$ cat src/if_pkg.sv
package if_pkg;

  // bus and fetch widths
  localparam int ADDR_W     = 32;
  localparam int BUS_W      = 64;  // one axi beat
  localparam int INST_W     = 32;
  localparam int CNT_W      = 32;  // hit/miss counters, also csr data width

  // cache geometry: 16 lines of 16 bytes
  localparam int LINE_BEATS = 2;
  localparam int INDEX_W    = 4;
  localparam int OFFSET_W   = 4;
  localparam int TAG_W      = ADDR_W - INDEX_W - OFFSET_W;

  localparam logic [ADDR_W-1:0] RESET_PC = 32'h8000_0000;

  // addi x0,x0,0 shown to decode when nothing is valid
  localparam logic [INST_W-1:0] NOP_INST = 32'h0000_0013;

  // icache controller
  typedef enum logic [2:0] {
    IDLE,         // lookup on the incoming pc
    LOOKUP,       // replay after refill
    REFILL_REQ,   // present beat address
    REFILL_WAIT,  // wait for the beat to return
    FLUSH         // valid sweep, one line per cycle
  } cache_state_e;

  // control block register offsets
  typedef enum logic [3:0] {
    CTRL     = 4'h0,  // bit0 enable, bit1 flush (w1)
    HIT_CNT  = 4'h4,
    MISS_CNT = 4'h8
  } csr_reg_e;

endpackage

$ cat src/pc_gen.sv
`timescale 1ns/1ps

module pc_gen (
  input  logic                      clk,
  input  logic                      rst_n,
  input  logic                      stall_i,
  input  logic                      redirect_valid_i,
  input  logic [if_pkg::ADDR_W-1:0] redirect_pc_i,
  input  logic                      fetch_ack_i,
  output logic [if_pkg::ADDR_W-1:0] fetch_pc_o,
  output logic                      fetch_req_o
);
  import if_pkg::*;

  logic [ADDR_W-1:0] pc_q;  // next pc to hand to the cache

  always_ff @(posedge clk or negedge rst_n) begin
    if (!rst_n) begin
      pc_q <= RESET_PC;
    end else if (redirect_valid_i) begin
      pc_q <= redirect_pc_i;  // redirect beats stall and ack
    end else if (fetch_ack_i) begin
      pc_q <= pc_q + ADDR_W'(4);
    end
  end

  assign fetch_pc_o = pc_q;

  // no request while decode is stalled, and none in the redirect cycle
  // so the cache never accepts the stale pc
  assign fetch_req_o = !stall_i && !redirect_valid_i;

  // redirect targets come from execute, keep them word aligned
  a_pc_aligned: assert property (
    @(posedge clk) disable iff (!rst_n)
    fetch_pc_o[1:0] == 2'b00
  );

endmodule

$ cat src/icache.sv
`timescale 1ns/1ps

module icache (
  input  logic                      clk,
  input  logic                      rst_n,
  input  logic                      fetch_req_i,
  input  logic [if_pkg::ADDR_W-1:0] fetch_pc_i,
  input  logic                      redirect_valid_i,
  input  logic                      stall_i,
  output logic                      fetch_ack_o,
  output logic                      inst_valid_o,
  output logic [if_pkg::INST_W-1:0] inst_o,
  output logic [if_pkg::ADDR_W-1:0] inst_pc_o,
  input  logic                      cache_en_i,
  input  logic                      flush_i,
  output logic                      hit_o,
  output logic                      miss_o,
  output logic                      mem_req_o,
  output logic [if_pkg::ADDR_W-1:0] mem_addr_o,
  input  logic                      mem_done_i,
  input  logic [if_pkg::BUS_W-1:0]  mem_rdata_i
);
  import if_pkg::*;

  cache_state_e          state_q;
  logic [TAG_W-1:0]      tag_q  [2**INDEX_W];
  logic [BUS_W-1:0]      data_q [2**INDEX_W][LINE_BEATS];
  logic [2**INDEX_W-1:0] valid_q;
  logic [ADDR_W-1:0]     req_pc_q;     // accepted pc
  logic                  uncached_q;   // fetch taken with cache off
  logic                  drop_q;       // redirect hit the fetch in flight
  logic [OFFSET_W-4:0]   beat_q;
  logic [INDEX_W-1:0]    flush_idx_q;
  logic                  flush_pend_q;
  logic                  out_valid_q;
  logic [INST_W-1:0]     out_inst_q;
  logic [ADDR_W-1:0]     out_pc_q;

  logic [ADDR_W-1:0]  sel_pc;
  logic [INDEX_W-1:0] sel_idx;
  logic [INDEX_W-1:0] req_idx;
  logic [BUS_W-1:0]   sel_beat;
  logic               lookup_hit;
  logic               flush_go;
  logic               deliver;
  logic [INST_W-1:0]  deliver_inst;

  // idle looks up the incoming pc, replay uses the held one
  assign sel_pc     = (state_q == IDLE) ? fetch_pc_i : req_pc_q;
  assign sel_idx    = sel_pc[OFFSET_W +: INDEX_W];
  assign req_idx    = req_pc_q[OFFSET_W +: INDEX_W];
  assign sel_beat   = data_q[sel_idx][sel_pc[OFFSET_W-1:3]];
  assign lookup_hit = valid_q[sel_idx] && (tag_q[sel_idx] == sel_pc[ADDR_W-1 -: TAG_W]);

  assign flush_go    = flush_i || flush_pend_q;
  assign fetch_ack_o = (state_q == IDLE) && fetch_req_i && !flush_go;
  assign hit_o       = fetch_ack_o && cache_en_i && lookup_hit;
  assign miss_o      = fetch_ack_o && !(cache_en_i && lookup_hit);  // cache off counts as miss

  assign mem_req_o  = (state_q == REFILL_REQ) || (state_q == REFILL_WAIT);
  assign mem_addr_o = uncached_q ? {req_pc_q[ADDR_W-1:3], 3'b000}
                                 : {req_pc_q[ADDR_W-1:OFFSET_W], beat_q, 3'b000};

  always_comb begin
    deliver      = 1'b0;
    deliver_inst = sel_pc[2] ? sel_beat[BUS_W-1 -: INST_W] : sel_beat[INST_W-1:0];
    case (state_q)
      IDLE:   deliver = hit_o;  // hit lands one cycle after accept
      LOOKUP: deliver = !drop_q && !redirect_valid_i;
      REFILL_WAIT: begin
        if (uncached_q && mem_done_i) begin  // bypass straight from the bus
          deliver      = !drop_q && !redirect_valid_i;
          deliver_inst = req_pc_q[2] ? mem_rdata_i[BUS_W-1 -: INST_W] : mem_rdata_i[INST_W-1:0];
        end
      end
      default: deliver = 1'b0;
    endcase
  end

  always_ff @(posedge clk or negedge rst_n) begin
    if (!rst_n) begin
      state_q      <= IDLE;
      valid_q      <= '0;
      uncached_q   <= 1'b0;
      drop_q       <= 1'b0;
      beat_q       <= '0;
      flush_idx_q  <= '0;
      flush_pend_q <= 1'b0;
    end else begin
      if (flush_i) flush_pend_q <= 1'b1;  // wait for idle
      if (redirect_valid_i && state_q != IDLE) drop_q <= 1'b1;
      case (state_q)
        IDLE: begin
          if (flush_go) begin
            flush_pend_q <= 1'b0;
            flush_idx_q  <= '0;
            state_q      <= FLUSH;
          end else if (fetch_ack_o) begin
            uncached_q <= !cache_en_i;
            drop_q     <= 1'b0;
            beat_q     <= '0;
            if (miss_o) state_q <= REFILL_REQ;
          end
        end
        REFILL_REQ: state_q <= REFILL_WAIT;
        REFILL_WAIT: begin
          if (mem_done_i) begin
            if (uncached_q) begin
              state_q <= IDLE;
            end else if (&beat_q) begin  // last beat, line complete
              valid_q[req_idx] <= 1'b1;
              state_q          <= LOOKUP;
            end else begin
              beat_q  <= beat_q + 1'b1;
              state_q <= REFILL_REQ;
            end
          end
        end
        LOOKUP: state_q <= IDLE;
        FLUSH: begin
          valid_q[flush_idx_q] <= 1'b0;
          flush_idx_q          <= flush_idx_q + 1'b1;
          if (&flush_idx_q) state_q <= IDLE;
        end
        default: state_q <= IDLE;
      endcase
    end
  end

  // arrays and payload
  always_ff @(posedge clk) begin
    if (fetch_ack_o) req_pc_q <= fetch_pc_i;
    if (state_q == REFILL_WAIT && mem_done_i && !uncached_q) begin
      data_q[req_idx][beat_q] <= mem_rdata_i;
      tag_q[req_idx]          <= req_pc_q[ADDR_W-1 -: TAG_W];
    end
    if (deliver) begin
      out_inst_q <= deliver_inst;
      out_pc_q   <= sel_pc;
    end
  end

  // output register, held under stall, killed by redirect
  always_ff @(posedge clk or negedge rst_n) begin
    if (!rst_n) begin
      out_valid_q <= 1'b0;
    end else if (redirect_valid_i) begin
      out_valid_q <= 1'b0;
    end else if (deliver) begin
      out_valid_q <= 1'b1;
    end else if (!stall_i) begin
      out_valid_q <= 1'b0;  // consumed by decode
    end
  end

  assign inst_valid_o = out_valid_q;
  assign inst_o       = out_valid_q ? out_inst_q : NOP_INST;
  assign inst_pc_o    = out_pc_q;

  a_hold_stable: assert property (
    @(posedge clk) disable iff (!rst_n)
    inst_valid_o && stall_i && !redirect_valid_i |=> $stable(inst_o) && $stable(inst_pc_o)
  );

  // a beat only comes back while the controller waits for it
  a_done_in_wait: assert property (
    @(posedge clk) disable iff (!rst_n)
    mem_done_i |-> state_q == REFILL_WAIT
  );

endmodule

$ cat src/axi_rd_master.sv
`timescale 1ns/1ps

module axi_rd_master (
  input  logic                      clk,
  input  logic                      rst_n,
  input  logic                      req_i,
  input  logic [if_pkg::ADDR_W-1:0] addr_i,
  output logic                      done_o,
  output logic [if_pkg::BUS_W-1:0]  rdata_o,
  output logic                      m_axi_arvalid_o,
  input  logic                      m_axi_arready_i,
  output logic [if_pkg::ADDR_W-1:0] m_axi_araddr_o,
  input  logic                      m_axi_rvalid_i,
  output logic                      m_axi_rready_o,
  input  logic [if_pkg::BUS_W-1:0]  m_axi_rdata_i,
  input  logic [1:0]                m_axi_rresp_i
);
  import if_pkg::*;

  logic              arvalid_q;
  logic              rready_q;   // read outstanding
  logic              done_q;
  logic [ADDR_W-1:0] araddr_q;
  logic [BUS_W-1:0]  rdata_q;
  logic              start;

  // new read only when fully idle, skip the done cycle
  // since the requester still holds the old address there
  assign start = req_i && !arvalid_q && !rready_q && !done_q;

  always_ff @(posedge clk or negedge rst_n) begin
    if (!rst_n) begin
      arvalid_q <= 1'b0;
      rready_q  <= 1'b0;
      done_q    <= 1'b0;
    end else begin
      done_q <= 1'b0;
      if (arvalid_q && m_axi_arready_i) begin
        arvalid_q <= 1'b0;  // ar taken, wait for r
        rready_q  <= 1'b1;
      end else if (start) begin
        arvalid_q <= 1'b1;
      end
      if (rready_q && m_axi_rvalid_i) begin
        rready_q <= 1'b0;
        done_q   <= 1'b1;  // one cycle pulse
      end
    end
  end

  // payload, response code not checked
  always_ff @(posedge clk) begin
    if (start) araddr_q <= addr_i;
    if (rready_q && m_axi_rvalid_i) rdata_q <= m_axi_rdata_i;
  end

  assign m_axi_arvalid_o = arvalid_q;
  assign m_axi_araddr_o  = araddr_q;
  assign m_axi_rready_o  = rready_q;
  assign done_o          = done_q;
  assign rdata_o         = rdata_q;

  a_ar_hold: assert property (
    @(posedge clk) disable iff (!rst_n)
    m_axi_arvalid_o && !m_axi_arready_i |=> m_axi_arvalid_o && $stable(m_axi_araddr_o)
  );

  // r only taken while the requester still waits on the beat
  a_rready_outstanding: assert property (
    @(posedge clk) disable iff (!rst_n)
    m_axi_rready_o |-> req_i
  );

endmodule

$ cat src/fetch_csr.sv
`timescale 1ns/1ps

module fetch_csr (
  input  logic                         clk,
  input  logic                         rst_n,
  input  logic                         s_axi_awvalid_i,
  output logic                         s_axi_awready_o,
  input  logic [if_pkg::ADDR_W-1:0]    s_axi_awaddr_i,
  input  logic                         s_axi_wvalid_i,
  output logic                         s_axi_wready_o,
  input  logic [if_pkg::CNT_W-1:0]     s_axi_wdata_i,
  input  logic [if_pkg::CNT_W/8-1:0]   s_axi_wstrb_i,
  output logic                         s_axi_bvalid_o,
  input  logic                         s_axi_bready_i,
  output logic [1:0]                   s_axi_bresp_o,
  input  logic                         s_axi_arvalid_i,
  output logic                         s_axi_arready_o,
  input  logic [if_pkg::ADDR_W-1:0]    s_axi_araddr_i,
  output logic                         s_axi_rvalid_o,
  input  logic                         s_axi_rready_i,
  output logic [if_pkg::CNT_W-1:0]     s_axi_rdata_o,
  output logic [1:0]                   s_axi_rresp_o,
  input  logic                         hit_i,
  input  logic                         miss_i,
  output logic                         cache_en_o,
  output logic                         flush_o
);
  import if_pkg::*;

  logic             ctrl_wr;
  logic             flush_wr;
  logic             rd_fire;
  logic             en_q;
  logic             flush_q;
  logic             bvalid_q;
  logic             rvalid_q;
  logic [CNT_W-1:0] hit_cnt_q;
  logic [CNT_W-1:0] miss_cnt_q;
  logic [CNT_W-1:0] rdata_q;
  logic [CNT_W-1:0] rd_val;

  // aw and w taken together, only when b is free
  assign s_axi_awready_o = s_axi_awvalid_i && s_axi_wvalid_i && !bvalid_q;
  assign s_axi_wready_o  = s_axi_awready_o;
  assign ctrl_wr  = s_axi_awready_o && (s_axi_awaddr_i == ADDR_W'(CTRL)) && s_axi_wstrb_i[0];
  assign flush_wr = ctrl_wr && s_axi_wdata_i[1];  // write one to flush

  assign s_axi_arready_o = !rvalid_q;
  assign rd_fire         = s_axi_arvalid_i && !rvalid_q;

  always_comb begin
    case (s_axi_araddr_i)
      ADDR_W'(CTRL):     rd_val = {{(CNT_W-1){1'b0}}, en_q};  // flush bit reads 0
      ADDR_W'(HIT_CNT):  rd_val = hit_cnt_q;
      ADDR_W'(MISS_CNT): rd_val = miss_cnt_q;
      default:           rd_val = '0;  // unmapped
    endcase
  end

  always_ff @(posedge clk or negedge rst_n) begin
    if (!rst_n) begin
      en_q       <= 1'b1;  // cache on out of reset
      flush_q    <= 1'b0;
      bvalid_q   <= 1'b0;
      rvalid_q   <= 1'b0;
      hit_cnt_q  <= '0;
      miss_cnt_q <= '0;
    end else begin
      flush_q <= flush_wr;
      if (ctrl_wr) en_q <= s_axi_wdata_i[0];
      // b one cycle after the write, r one cycle after ar
      if (s_axi_awready_o) bvalid_q <= 1'b1;
      else if (s_axi_bready_i) bvalid_q <= 1'b0;
      if (rd_fire) rvalid_q <= 1'b1;
      else if (s_axi_rready_i) rvalid_q <= 1'b0;
      if (flush_wr) begin
        hit_cnt_q  <= '0;
        miss_cnt_q <= '0;
      end else begin
        if (hit_i && !(&hit_cnt_q)) hit_cnt_q <= hit_cnt_q + 1'b1;     // saturate
        if (miss_i && !(&miss_cnt_q)) miss_cnt_q <= miss_cnt_q + 1'b1;
      end
    end
  end

  always_ff @(posedge clk) begin
    if (rd_fire) rdata_q <= rd_val;
  end

  assign s_axi_bvalid_o = bvalid_q;
  assign s_axi_bresp_o  = 2'b00;  // okay
  assign s_axi_rvalid_o = rvalid_q;
  assign s_axi_rdata_o  = rdata_q;
  assign s_axi_rresp_o  = 2'b00;
  assign cache_en_o     = en_q;
  assign flush_o        = flush_q;

endmodule

$ cat src/if_stage.sv
`timescale 1ns/1ps

module if_stage (
  input  logic                       clk,
  input  logic                       rst_n,
  input  logic                       stall_i,
  input  logic                       redirect_valid_i,
  input  logic [if_pkg::ADDR_W-1:0]  redirect_pc_i,
  output logic                       inst_valid_o,
  output logic [if_pkg::INST_W-1:0]  inst_o,
  output logic [if_pkg::ADDR_W-1:0]  inst_pc_o,
  // refill read port
  output logic                       m_axi_arvalid_o,
  input  logic                       m_axi_arready_i,
  output logic [if_pkg::ADDR_W-1:0]  m_axi_araddr_o,
  input  logic                       m_axi_rvalid_i,
  output logic                       m_axi_rready_o,
  input  logic [if_pkg::BUS_W-1:0]   m_axi_rdata_i,
  input  logic [1:0]                 m_axi_rresp_i,
  // control registers
  input  logic                       s_axi_awvalid_i,
  output logic                       s_axi_awready_o,
  input  logic [if_pkg::ADDR_W-1:0]  s_axi_awaddr_i,
  input  logic                       s_axi_wvalid_i,
  output logic                       s_axi_wready_o,
  input  logic [if_pkg::CNT_W-1:0]   s_axi_wdata_i,
  input  logic [if_pkg::CNT_W/8-1:0] s_axi_wstrb_i,
  output logic                       s_axi_bvalid_o,
  input  logic                       s_axi_bready_i,
  output logic [1:0]                 s_axi_bresp_o,
  input  logic                       s_axi_arvalid_i,
  output logic                       s_axi_arready_o,
  input  logic [if_pkg::ADDR_W-1:0]  s_axi_araddr_i,
  output logic                       s_axi_rvalid_o,
  input  logic                       s_axi_rready_i,
  output logic [if_pkg::CNT_W-1:0]   s_axi_rdata_o,
  output logic [1:0]                 s_axi_rresp_o
);
  import if_pkg::*;

  logic [ADDR_W-1:0] fetch_pc;
  logic              fetch_req;
  logic              fetch_ack;
  logic              mem_req;
  logic [ADDR_W-1:0] mem_addr;
  logic              mem_done;
  logic [BUS_W-1:0]  mem_rdata;
  logic              cache_en;
  logic              flush_pulse;
  logic              hit_pulse;
  logic              miss_pulse;

  pc_gen i_pc_gen (
    .clk, .rst_n, .stall_i, .redirect_valid_i, .redirect_pc_i,
    .fetch_ack_i (fetch_ack),
    .fetch_pc_o  (fetch_pc),
    .fetch_req_o (fetch_req)
  );

  icache i_icache (
    .clk, .rst_n, .redirect_valid_i, .stall_i, .inst_valid_o, .inst_o, .inst_pc_o,
    .fetch_req_i (fetch_req),
    .fetch_pc_i  (fetch_pc),
    .fetch_ack_o (fetch_ack),
    .cache_en_i  (cache_en),
    .flush_i     (flush_pulse),
    .hit_o       (hit_pulse),
    .miss_o      (miss_pulse),
    .mem_req_o   (mem_req),
    .mem_addr_o  (mem_addr),
    .mem_done_i  (mem_done),
    .mem_rdata_i (mem_rdata)
  );

  axi_rd_master i_axi_rd_master (
    .clk, .rst_n,
    .req_i   (mem_req),
    .addr_i  (mem_addr),
    .done_o  (mem_done),
    .rdata_o (mem_rdata),
    .m_axi_arvalid_o, .m_axi_arready_i, .m_axi_araddr_o,
    .m_axi_rvalid_i, .m_axi_rready_o, .m_axi_rdata_i, .m_axi_rresp_i
  );

  fetch_csr i_fetch_csr (
    .clk, .rst_n,
    .s_axi_awvalid_i, .s_axi_awready_o, .s_axi_awaddr_i,
    .s_axi_wvalid_i, .s_axi_wready_o, .s_axi_wdata_i, .s_axi_wstrb_i,
    .s_axi_bvalid_o, .s_axi_bready_i, .s_axi_bresp_o,
    .s_axi_arvalid_i, .s_axi_arready_o, .s_axi_araddr_i,
    .s_axi_rvalid_o, .s_axi_rready_i, .s_axi_rdata_o, .s_axi_rresp_o,
    .hit_i      (hit_pulse),
    .miss_i     (miss_pulse),
    .cache_en_o (cache_en),
    .flush_o    (flush_pulse)
  );

endmodule

$ cat config.mk
export PLATFORM = sky130hd
export DESIGN_NAME = if_stage
export DESIGN_NICKNAME = d
export VERILOG_FILES = /design/src/if_pkg.sv /design/src/pc_gen.sv /design/src/icache.sv /design/src/axi_rd_master.sv /design/src/fetch_csr.sv /design/src/if_stage.sv
export SDC_FILE = /design/constraint.sdc
export NUM_CORES = 2
export LEC_CHECK = 0
export BUFFER_PORTS_ARGS = -buffer_cell sky130_fd_sc_hd__buf_2
export CAP_MARGIN = 20
export CORE_MARGIN = 4
export CORE_UTILIZATION = 55
export DETAILED_ROUTE_END_ITERATION = 8
export GPL_ROUTABILITY_DRIVEN = 0
export HOLD_SLACK_MARGIN = 0.1
export PLACE_DENSITY = 0.76
export SYNTH_ARGS = -nofsm -noshare
export SYNTH_HDL_FRONTEND = slang
export SYNTH_SLANG_ARGS = --single-unit
$ cat constraint.sdc
create_clock -name clk -period 8.84 [get_ports clk]
set_input_delay 1.768 -clock clk [delete_from_list [all_inputs] [get_ports clk]]
set_output_delay 1.768 -clock clk [all_outputs]
set_load 0.05 [all_outputs]
=== After elaboration in Yosys (flattened, before gate mapping) ===
Memories as Yosys holds them, arrays and structs flattened.
Cells that the tools add are included.

* Register bits: 355
* Logic and storage cells: 198
* Memories kept: 2
* Bits of input ports: 209
* Output and inout bits: 140
* Bits in writable memories: 2,432

* Equal/unequal tests: 17
* Multiplexer cells: 69
* Reduce and logical (&&, ||, !) cells: 67
* Order comparisons: 8
* Bitwise logic cells: 6
* $add $sub $neg: 5

{| class="wikitable"
|+ Memory list
! name !! depth !! bits a word !! rd ports !! clocked after memory_dff !! wr ports !! line !! text
|-
| i_icache.data_q || 16 || 128 || 1 || 0 || 1 || icache.sv:27 || <nowiki>logic [BUS_W-1:0] data_q [2**INDEX_W][LINE_BEATS];</nowiki>
|-
| i_icache.tag_q || 16 || 24 || 1 || 0 || 1 || icache.sv:26 || <nowiki>logic [TAG_W-1:0] tag_q [2**INDEX_W];</nowiki>
|}

{| class="wikitable"
|+ Operators by type and width
! cell !! number
|-
| 2-to-1 mux 32 bit || 12
|-
| 2-to-1 mux 64 bit || 4
|-
| 2-to-1 mux 128 bit || 1
|-
| one-hot mux 32 bit (3 select lines) || 1
|-
| adder 32 x 1 -> 32 bit, second input constant || 2
|-
| demux 64 bit (select 1 bit) || 1
|-
| logical NOT 32 bit || 2
|-
| AND reduction 32 bit || 2
|-
| 2-to-1 mux 16 bit || 3
|-
| adder 32 x 3 -> 32 bit, second input constant || 1
|-
| equality test 32 x 3 -> 1 bit, second input constant || 1
|-
| equality test 32 x 4 -> 1 bit, second input constant || 1
|-
| one-hot mux 16 bit (2 select lines) || 1
|-
| 2-to-1 mux 1 bit || 30
|-
| logical AND 1 bit || 29
|-
| equality test 24 bit || 1
|-
| nonzero test 2 bit || 10
|-
| 2-to-1 mux 3 bit || 6
|-
| AND 16 bit || 1
|-
| NOT 16 bit || 1
|-
| bitwise OR 16 bit || 1
|-
| less-than comparator 4 x 5 -> 1 bit, second input constant || 3
|-
| logical NOT 1 bit || 14
|-
| one-hot mux 3 bit (4 select lines) || 1
|-
| other kinds (27) || 43
|}

=== Depth between registers and ports, before layout ===
* Depth after elaboration: 12
* Mapped depth: 19
* Mapped depth without buffers: 12

=== Modules after synthesis ===
From an unflattened synthesis, not the netlist that was laid out.

* Cells, all modules: 8,214
* Area total of the unflattened synthesis: 114,148.2 µm²

{| class="wikitable"
|+ By module, submodules not included
! module !! seq. area each (µm²) !! instances !! cells each !! area each (µm²)
|-
| icache || 76,613.5 || 1 || 7,378 || 104,032.3
|-
| fetch_csr || 2,663.8 || 1 || 525 || 5,286.3
|-
| axi_rd_master || 2,957.8 || 1 || 105 || 3,004.1
|-
| pc_gen || 802.0 || 1 || 206 || 1,825.5
|}

=== Least setup slack after synthesis ===
No wires, ideal clock.

* Path type: register to register
* From: register i_icache.req_pc_q[4]
* To: memory i_icache.data_q[13][100] (netlist name), enable pin
* Required time: 8.276 ns
* Data arrival time: 6.217 ns
* Setup slack: 2.059 ns
* Period minus slack after synthesis: 6.781 ns
* Buffers on the path: 4
* Setup time: 0.564 ns
* Stages on the path, launching flop included: 8
* Cell sequence: edfxtp_1 buf_2 buf_2 clkbuf_1 clkbuf_1 nor2b_1 nand2_1 nor3_1

{| class="wikitable"
|+ RTL lines
! item !! line !! text
|-
| start: declaration || icache.sv:29 || <nowiki>logic [ADDR_W-1:0] req_pc_q;</nowiki>
|-
| start signal: assignment || icache.sv:132 || <nowiki>if (fetch_ack_o) req_pc_q <= fetch_pc_i;</nowiki>
|-
| end: declaration || icache.sv:27 ||
|}

Straight into the memory's write port.

=== Worst setup path in the final report ===
* From: register i_icache.state_q[2]
* To: register i_icache.out_inst_q[15] (data pin)

* Word-level cells in the longest chain between the ends: 9
* Elaborated cells between the ends (all ways): 11
* Classes of those cells: eq/ne: 1; mux: 7; bitwise: 1; reduce/logical: 1; memory: 1

{| class="wikitable"
|+ Ends and longest elaborated chain
! item !! line !! text
|-
| start: declaration || icache.sv:25 || <nowiki>cache_state_e state_q;</nowiki>
|-
| start signal: assignment || icache.sv:82 || <nowiki>state_q <= IDLE;</nowiki>
|-
| start signal: assignment || icache.sv:97 || <nowiki>state_q <= FLUSH;</nowiki>
|-
| start signal: assignment || icache.sv:102 || <nowiki>if (miss_o) state_q <= REFILL_REQ;</nowiki>
|-
| logical NOT 3 bit || icache.sv:49 || <nowiki>assign sel_pc = (state_q == IDLE) ? fetch_pc_i : req_pc_q;</nowiki>
|-
| 2-to-1 mux 32 bit || icache.sv:49 ||
|-
| memory (16 x 128 bit) / NOT 1 -> 2 bit (equally long branches) || -- ||
|-
| 2-to-1 mux 64 bit (implied by the code) (3 in a row) || icache.sv:52 || <nowiki>assign sel_beat = data_q[sel_idx][sel_pc[OFFSET_W-1:3]];</nowiki>
|-
| 2-to-1 mux 32 bit || icache.sv:66 || <nowiki>deliver_inst = sel_pc[2] ? sel_beat[BUS_W-1 -: INST_W] : sel_beat[INST_W-1:0];</nowiki>
|-
| 2-to-1 mux 32 bit || icache.sv:71 || <nowiki>if (uncached_q && mem_done_i) begin</nowiki>
|-
| 2-to-1 mux 32 bit (*) || icache.sv:67 || <nowiki>case (state_q)</nowiki>
|-
| named net i_icache.deliver_inst[15] || icache.sv:46 || <nowiki>logic [INST_W-1:0] deliver_inst;</nowiki>
|-
| end signal: assignment || icache.sv:138 || <nowiki>out_inst_q <= deliver_inst;</nowiki>
|-
| end: declaration || icache.sv:36 || <nowiki>logic [INST_W-1:0] out_inst_q;</nowiki>
|}

Mark *: on every way through the listed nets, which the timed path passes. The rest lies on a longest branch. The select of a mux whose other input is x is not followed.
A chain may end at the register's enable or synchronous reset.

==> run_results.csv <==
group,metric,value,unit
grt,grt_pass1_vias,74357,
power_and_ir_drop,p_leak,0.04399,uW
worst_setup_path,critPathKind,"reg2reg",
floorplan,rows,166,
synthesis,ys_seq_elements,2784,
clocking,cts-resized-gates,0,
floorplan,coreArea,205600,sq um
timing,grt_setup_unrepaired,"no",
clocking,cts_setup_buffers,0,
synthesis,synthSimpleGateAreaFrac,15.94,%
power_and_ir_drop,total_power,39350,uW
timing,finalCritPeriodShare,72.28,%
synthesis,synth_common_cells,"2653 x edfxtp_1, 2367 x nand2_1, 1106 x nand3_1, 495 x clkbuf_1, 358 x a311oi_1",
final_layout,drive_gt1_share,11.15,%
synthesis,synth_mux_area_share,2.615,%
timing,worstMarginPinSlew,1299,ps
final_layout,fin_util,61.76,%
final_layout,area_growth,11.24,%
hold_path,hp-start,"i_fetch_csr.s_axi_bvalid_o",
routing,routed_wl,329.8,mm
clocking,root_buffer,"clkbuf_16",
worst_setup_path,cp_max_fo,139,
grt,grt_antenna_before_repair,21,
placed_design,post-dp-hpwl,172.1,mm
clocking,cts.sinks,2784,
routing,wl_per_cell,27.99,microns
synthesis,synth_cells,8731,
synthesis,synth_edf_count,2653,
clocking,cts.path.max_buffers,4,
synthesis,synthAdderAreaFrac,0.07672,%
floorplan,ios,349,
final_layout,fillerInstances,14726,
clocking,cts_tree,"yes",
grt,grt_usage,29.83,%
clocking,numCtsBuffers,286,
routing,ant_nets,0,
worst_setup_path,crit_path_end_kind,"flip-flop",
job,drv_cap,0,
routing,drt_iter0_drc,12085,
synthesis,synth.avg_cell_area,13.08,sq um
timing,whs,495.9,ps
synthesis,synth_top_family_by_area,"simple AND/OR/NAND/NOR gates",
grt,grt_max_degree,175,
synthesis,syn_area,114200,sq um
timing,post-route-min-period,6389,ps
synthesis,synth.distinct_cells,87,
routing,first_pass_iters,9,
synthesis,synth_area_leaders,"edfxtp_1 70%, nand2_1 7.8%, nand3_1 4.8%",
hold_path,hold_path_class,"reg2reg",
synthesis,synth_top_area_share,69.79,%
floorplan,die_w,463.6,microns
status,outcome,"complete, but fails checks",
clocking,postCtsHoldBufs,0,
grt,met2_usage,47.00,%
timing,fin_setup_tns,0,ps
grt,grt-ovfl-total,0,
grt,top_usage_layer,"met2",
floorplan,die_y,463.6,microns
worst_setup_path,required,9510,ps
synthesis,synth_xor_area_share,0.4680,%
clocking,worstSkewPairLatency,940,ps
timing,fmax,0.1565,GHz
synthesis,synth_compound_area_share,5.922,%
routing,drc,1,
worst_setup_path,critPathArrivalTime,7060,ps
routing,vias_per_cell,6.598,
synthesis,ys_seq_area_share,72.66,%
timing,hold_violations,0,
worst_setup_path,cp-startpoint,"i_icache.state_q[2]",
floorplan,start_util,55.52,%
synthesis,synth_most_common_cell,"edfxtp_1",
power_and_ir_drop,max-vdd-ir-drop,0.0003349,V
grt,grt_pass1_wl,480.3,mm
status,violations,"DRC",
grt,grtUsageMet3,6.007,%
synthesis,ys.warnings.count,0,
final_layout,post-route-cell-area,127000,sq um
timing,finalSetupViolCount,0,
worst_setup_path,cp-start-kind,"flip-flop",
final_layout,nets,9104,
clocking,clkTransAtPathRegs,60,ps
synthesis,synthFlopType,"edfxtp_1",
worst_setup_path,r2r-start,"i_icache.state_q[2]",
timing,clock_skew,56.60,ps
grt,grt_use_met1,39.88,%
power_and_ir_drop,p_per_area,309.9,nW/um^2
placed_design,io_buffers,306,
placed_design,placed_cell_area,118300,sq um
floorplan,design.die.area,214900,sq um
timing,relSlewSlack,12.80,%
synthesis,synth_largest_area_cell,"edfxtp_1",
synthesis,ys_async_sr_fraction,4.705,%
routing,vias,77750,
clocking,htreeDepth,5,
timing,slew_viol_final,0,
final timing paths:
check | slack (ps) | depth (start not counted) | to
worst max-delay path | 2450 | 15 | i_icache.out_inst_q[15]
worst min-delay path | 500 | 1 | i_fetch_csr.s_axi_bvalid_o
worst max register to register | 2450 | 15 | i_icache.out_inst_q[15]
worst min register to register | 500 | 1 | i_fetch_csr.s_axi_bvalid_o
max in group asynchronous | 6560 | 2 | i_icache.inst_valid_o
min in group asynchronous | 870 | 1 | i_fetch_csr.hit_cnt_q[15]
metrics by stage:
stage               std cells  worst slack, ps
finish                  11783             2451
global route            11779             2225
CTS                     11771             2618
detailed placement      11285             2663
global placement        11282             2773
floorplan                8737             2059
final cells by class:
type / count / area, sq um / share of cell area [%]
clock inverter: 126 / 950.9 / 0.7488
inverter: 34 / 153.9 / 0.1212
antenna: 9 / 22.52 / 0.01773
tap: 2688 / 3363 / 2.648
timing repair buffer: 484 / 3095 / 2.438
multi-input combinational: 5298 / 28850 / 22.72
clock buffer: 360 / 7604 / 5.987
sequential: 2784 / 82950 / 65.32
per-layer routing:
layer / vias up / routed length, microns
met1: 37995 / 115600
met4: 4 / 18240
li1: 32922 / -
met3: 967 / 41890
met2: 5862 / 154100
met5: - / 34
worst max-delay path, stage by stage, from the launching register on:
cell and delay (ps):
dfrtp_1 780, o31a_1 600, nor2_4 310, buf_12 520
buf_4 510, buf_12 470, buf_4 790, nand2_1 140
and3_1 210, a311oi_1 320, a311oi_1 90, a311oi_1 440
a21oi_1 70, nand2_1 80, o311ai_0 120, o21ai_0 250
placed cells by master, fill, tap and decap left out, drive strengths merged, types with 36 or more instances in the layout:
| cell type | Yosys | final |
|---|---|---|
| nand3 | 1106 | 1106 |
| o311ai | 36 | 36 |
| nand4 | 43 | 43 |
| clkinv | 0 | 101 |
| nor2 | 99 | 99 |
| a21oi | 119 | 119 |
| and3 | 202 | 202 |
| clkbuf | 495 | 360 |
| mux2i | 165 | 165 |
| mux4 | 49 | 49 |
| edfxtp | 2653 | 2653 |
| nand2 | 2367 | 2367 |
| buf | 126 | 484 |
| o21ai | 117 | 117 |
| a31oi | 63 | 63 |
| dfrtp | 129 | 129 |
| inv | 34 | 39 |
| a211oi | 42 | 42 |
| nor3 | 53 | 53 |
| a311oi | 358 | 358 |
| and2 | 44 | 44 |
registers in the layout, indices dropped and copies added (netlist names), 3 cells and up:
| name | count |
|---|---|
| i_icache.req_pc_q | 32 |
| i_fetch_csr.miss_cnt_q | 32 |
| i_icache.data_q | 2048 |
| i_axi_rd_master.m_axi_araddr_o | 29 |
| i_icache.valid_q | 16 |
| i_icache.tag_q | 384 |
| i_fetch_csr.hit_cnt_q | 32 |
| i_axi_rd_master.rdata_o | 64 |
| i_pc_gen.fetch_pc_o | 32 |
| i_icache.out_inst_q | 32 |
| i_fetch_csr.s_axi_rdata_o | 32 |
| i_icache.inst_pc_o | 32 |
| i_icache.state_q | 3 |
| i_icache.flush_idx_q | 4 |
cell families (layout without fill, tap and decap cells):
logic type	count (synthesis)	after routing
muxes	233	233
other	1	16
xor gates and xnor gates	61	61
adders and majority gates	7	7
DFF	2784	2784
AOI/OAI and AO/OA	904	904
buffers and inverters	655	1004
and+or+nand+nor	4086	4086
report_power, final:
part           leakage [uW]  total (uW)  internal, uW  switching [uW]
sequential           0.0256       15400         15000             420
clock               0.00419       11300          6470            4850
combinational        0.0142       12700          3560            9100
Note: power is estimated with default switching activity, not from simulation.
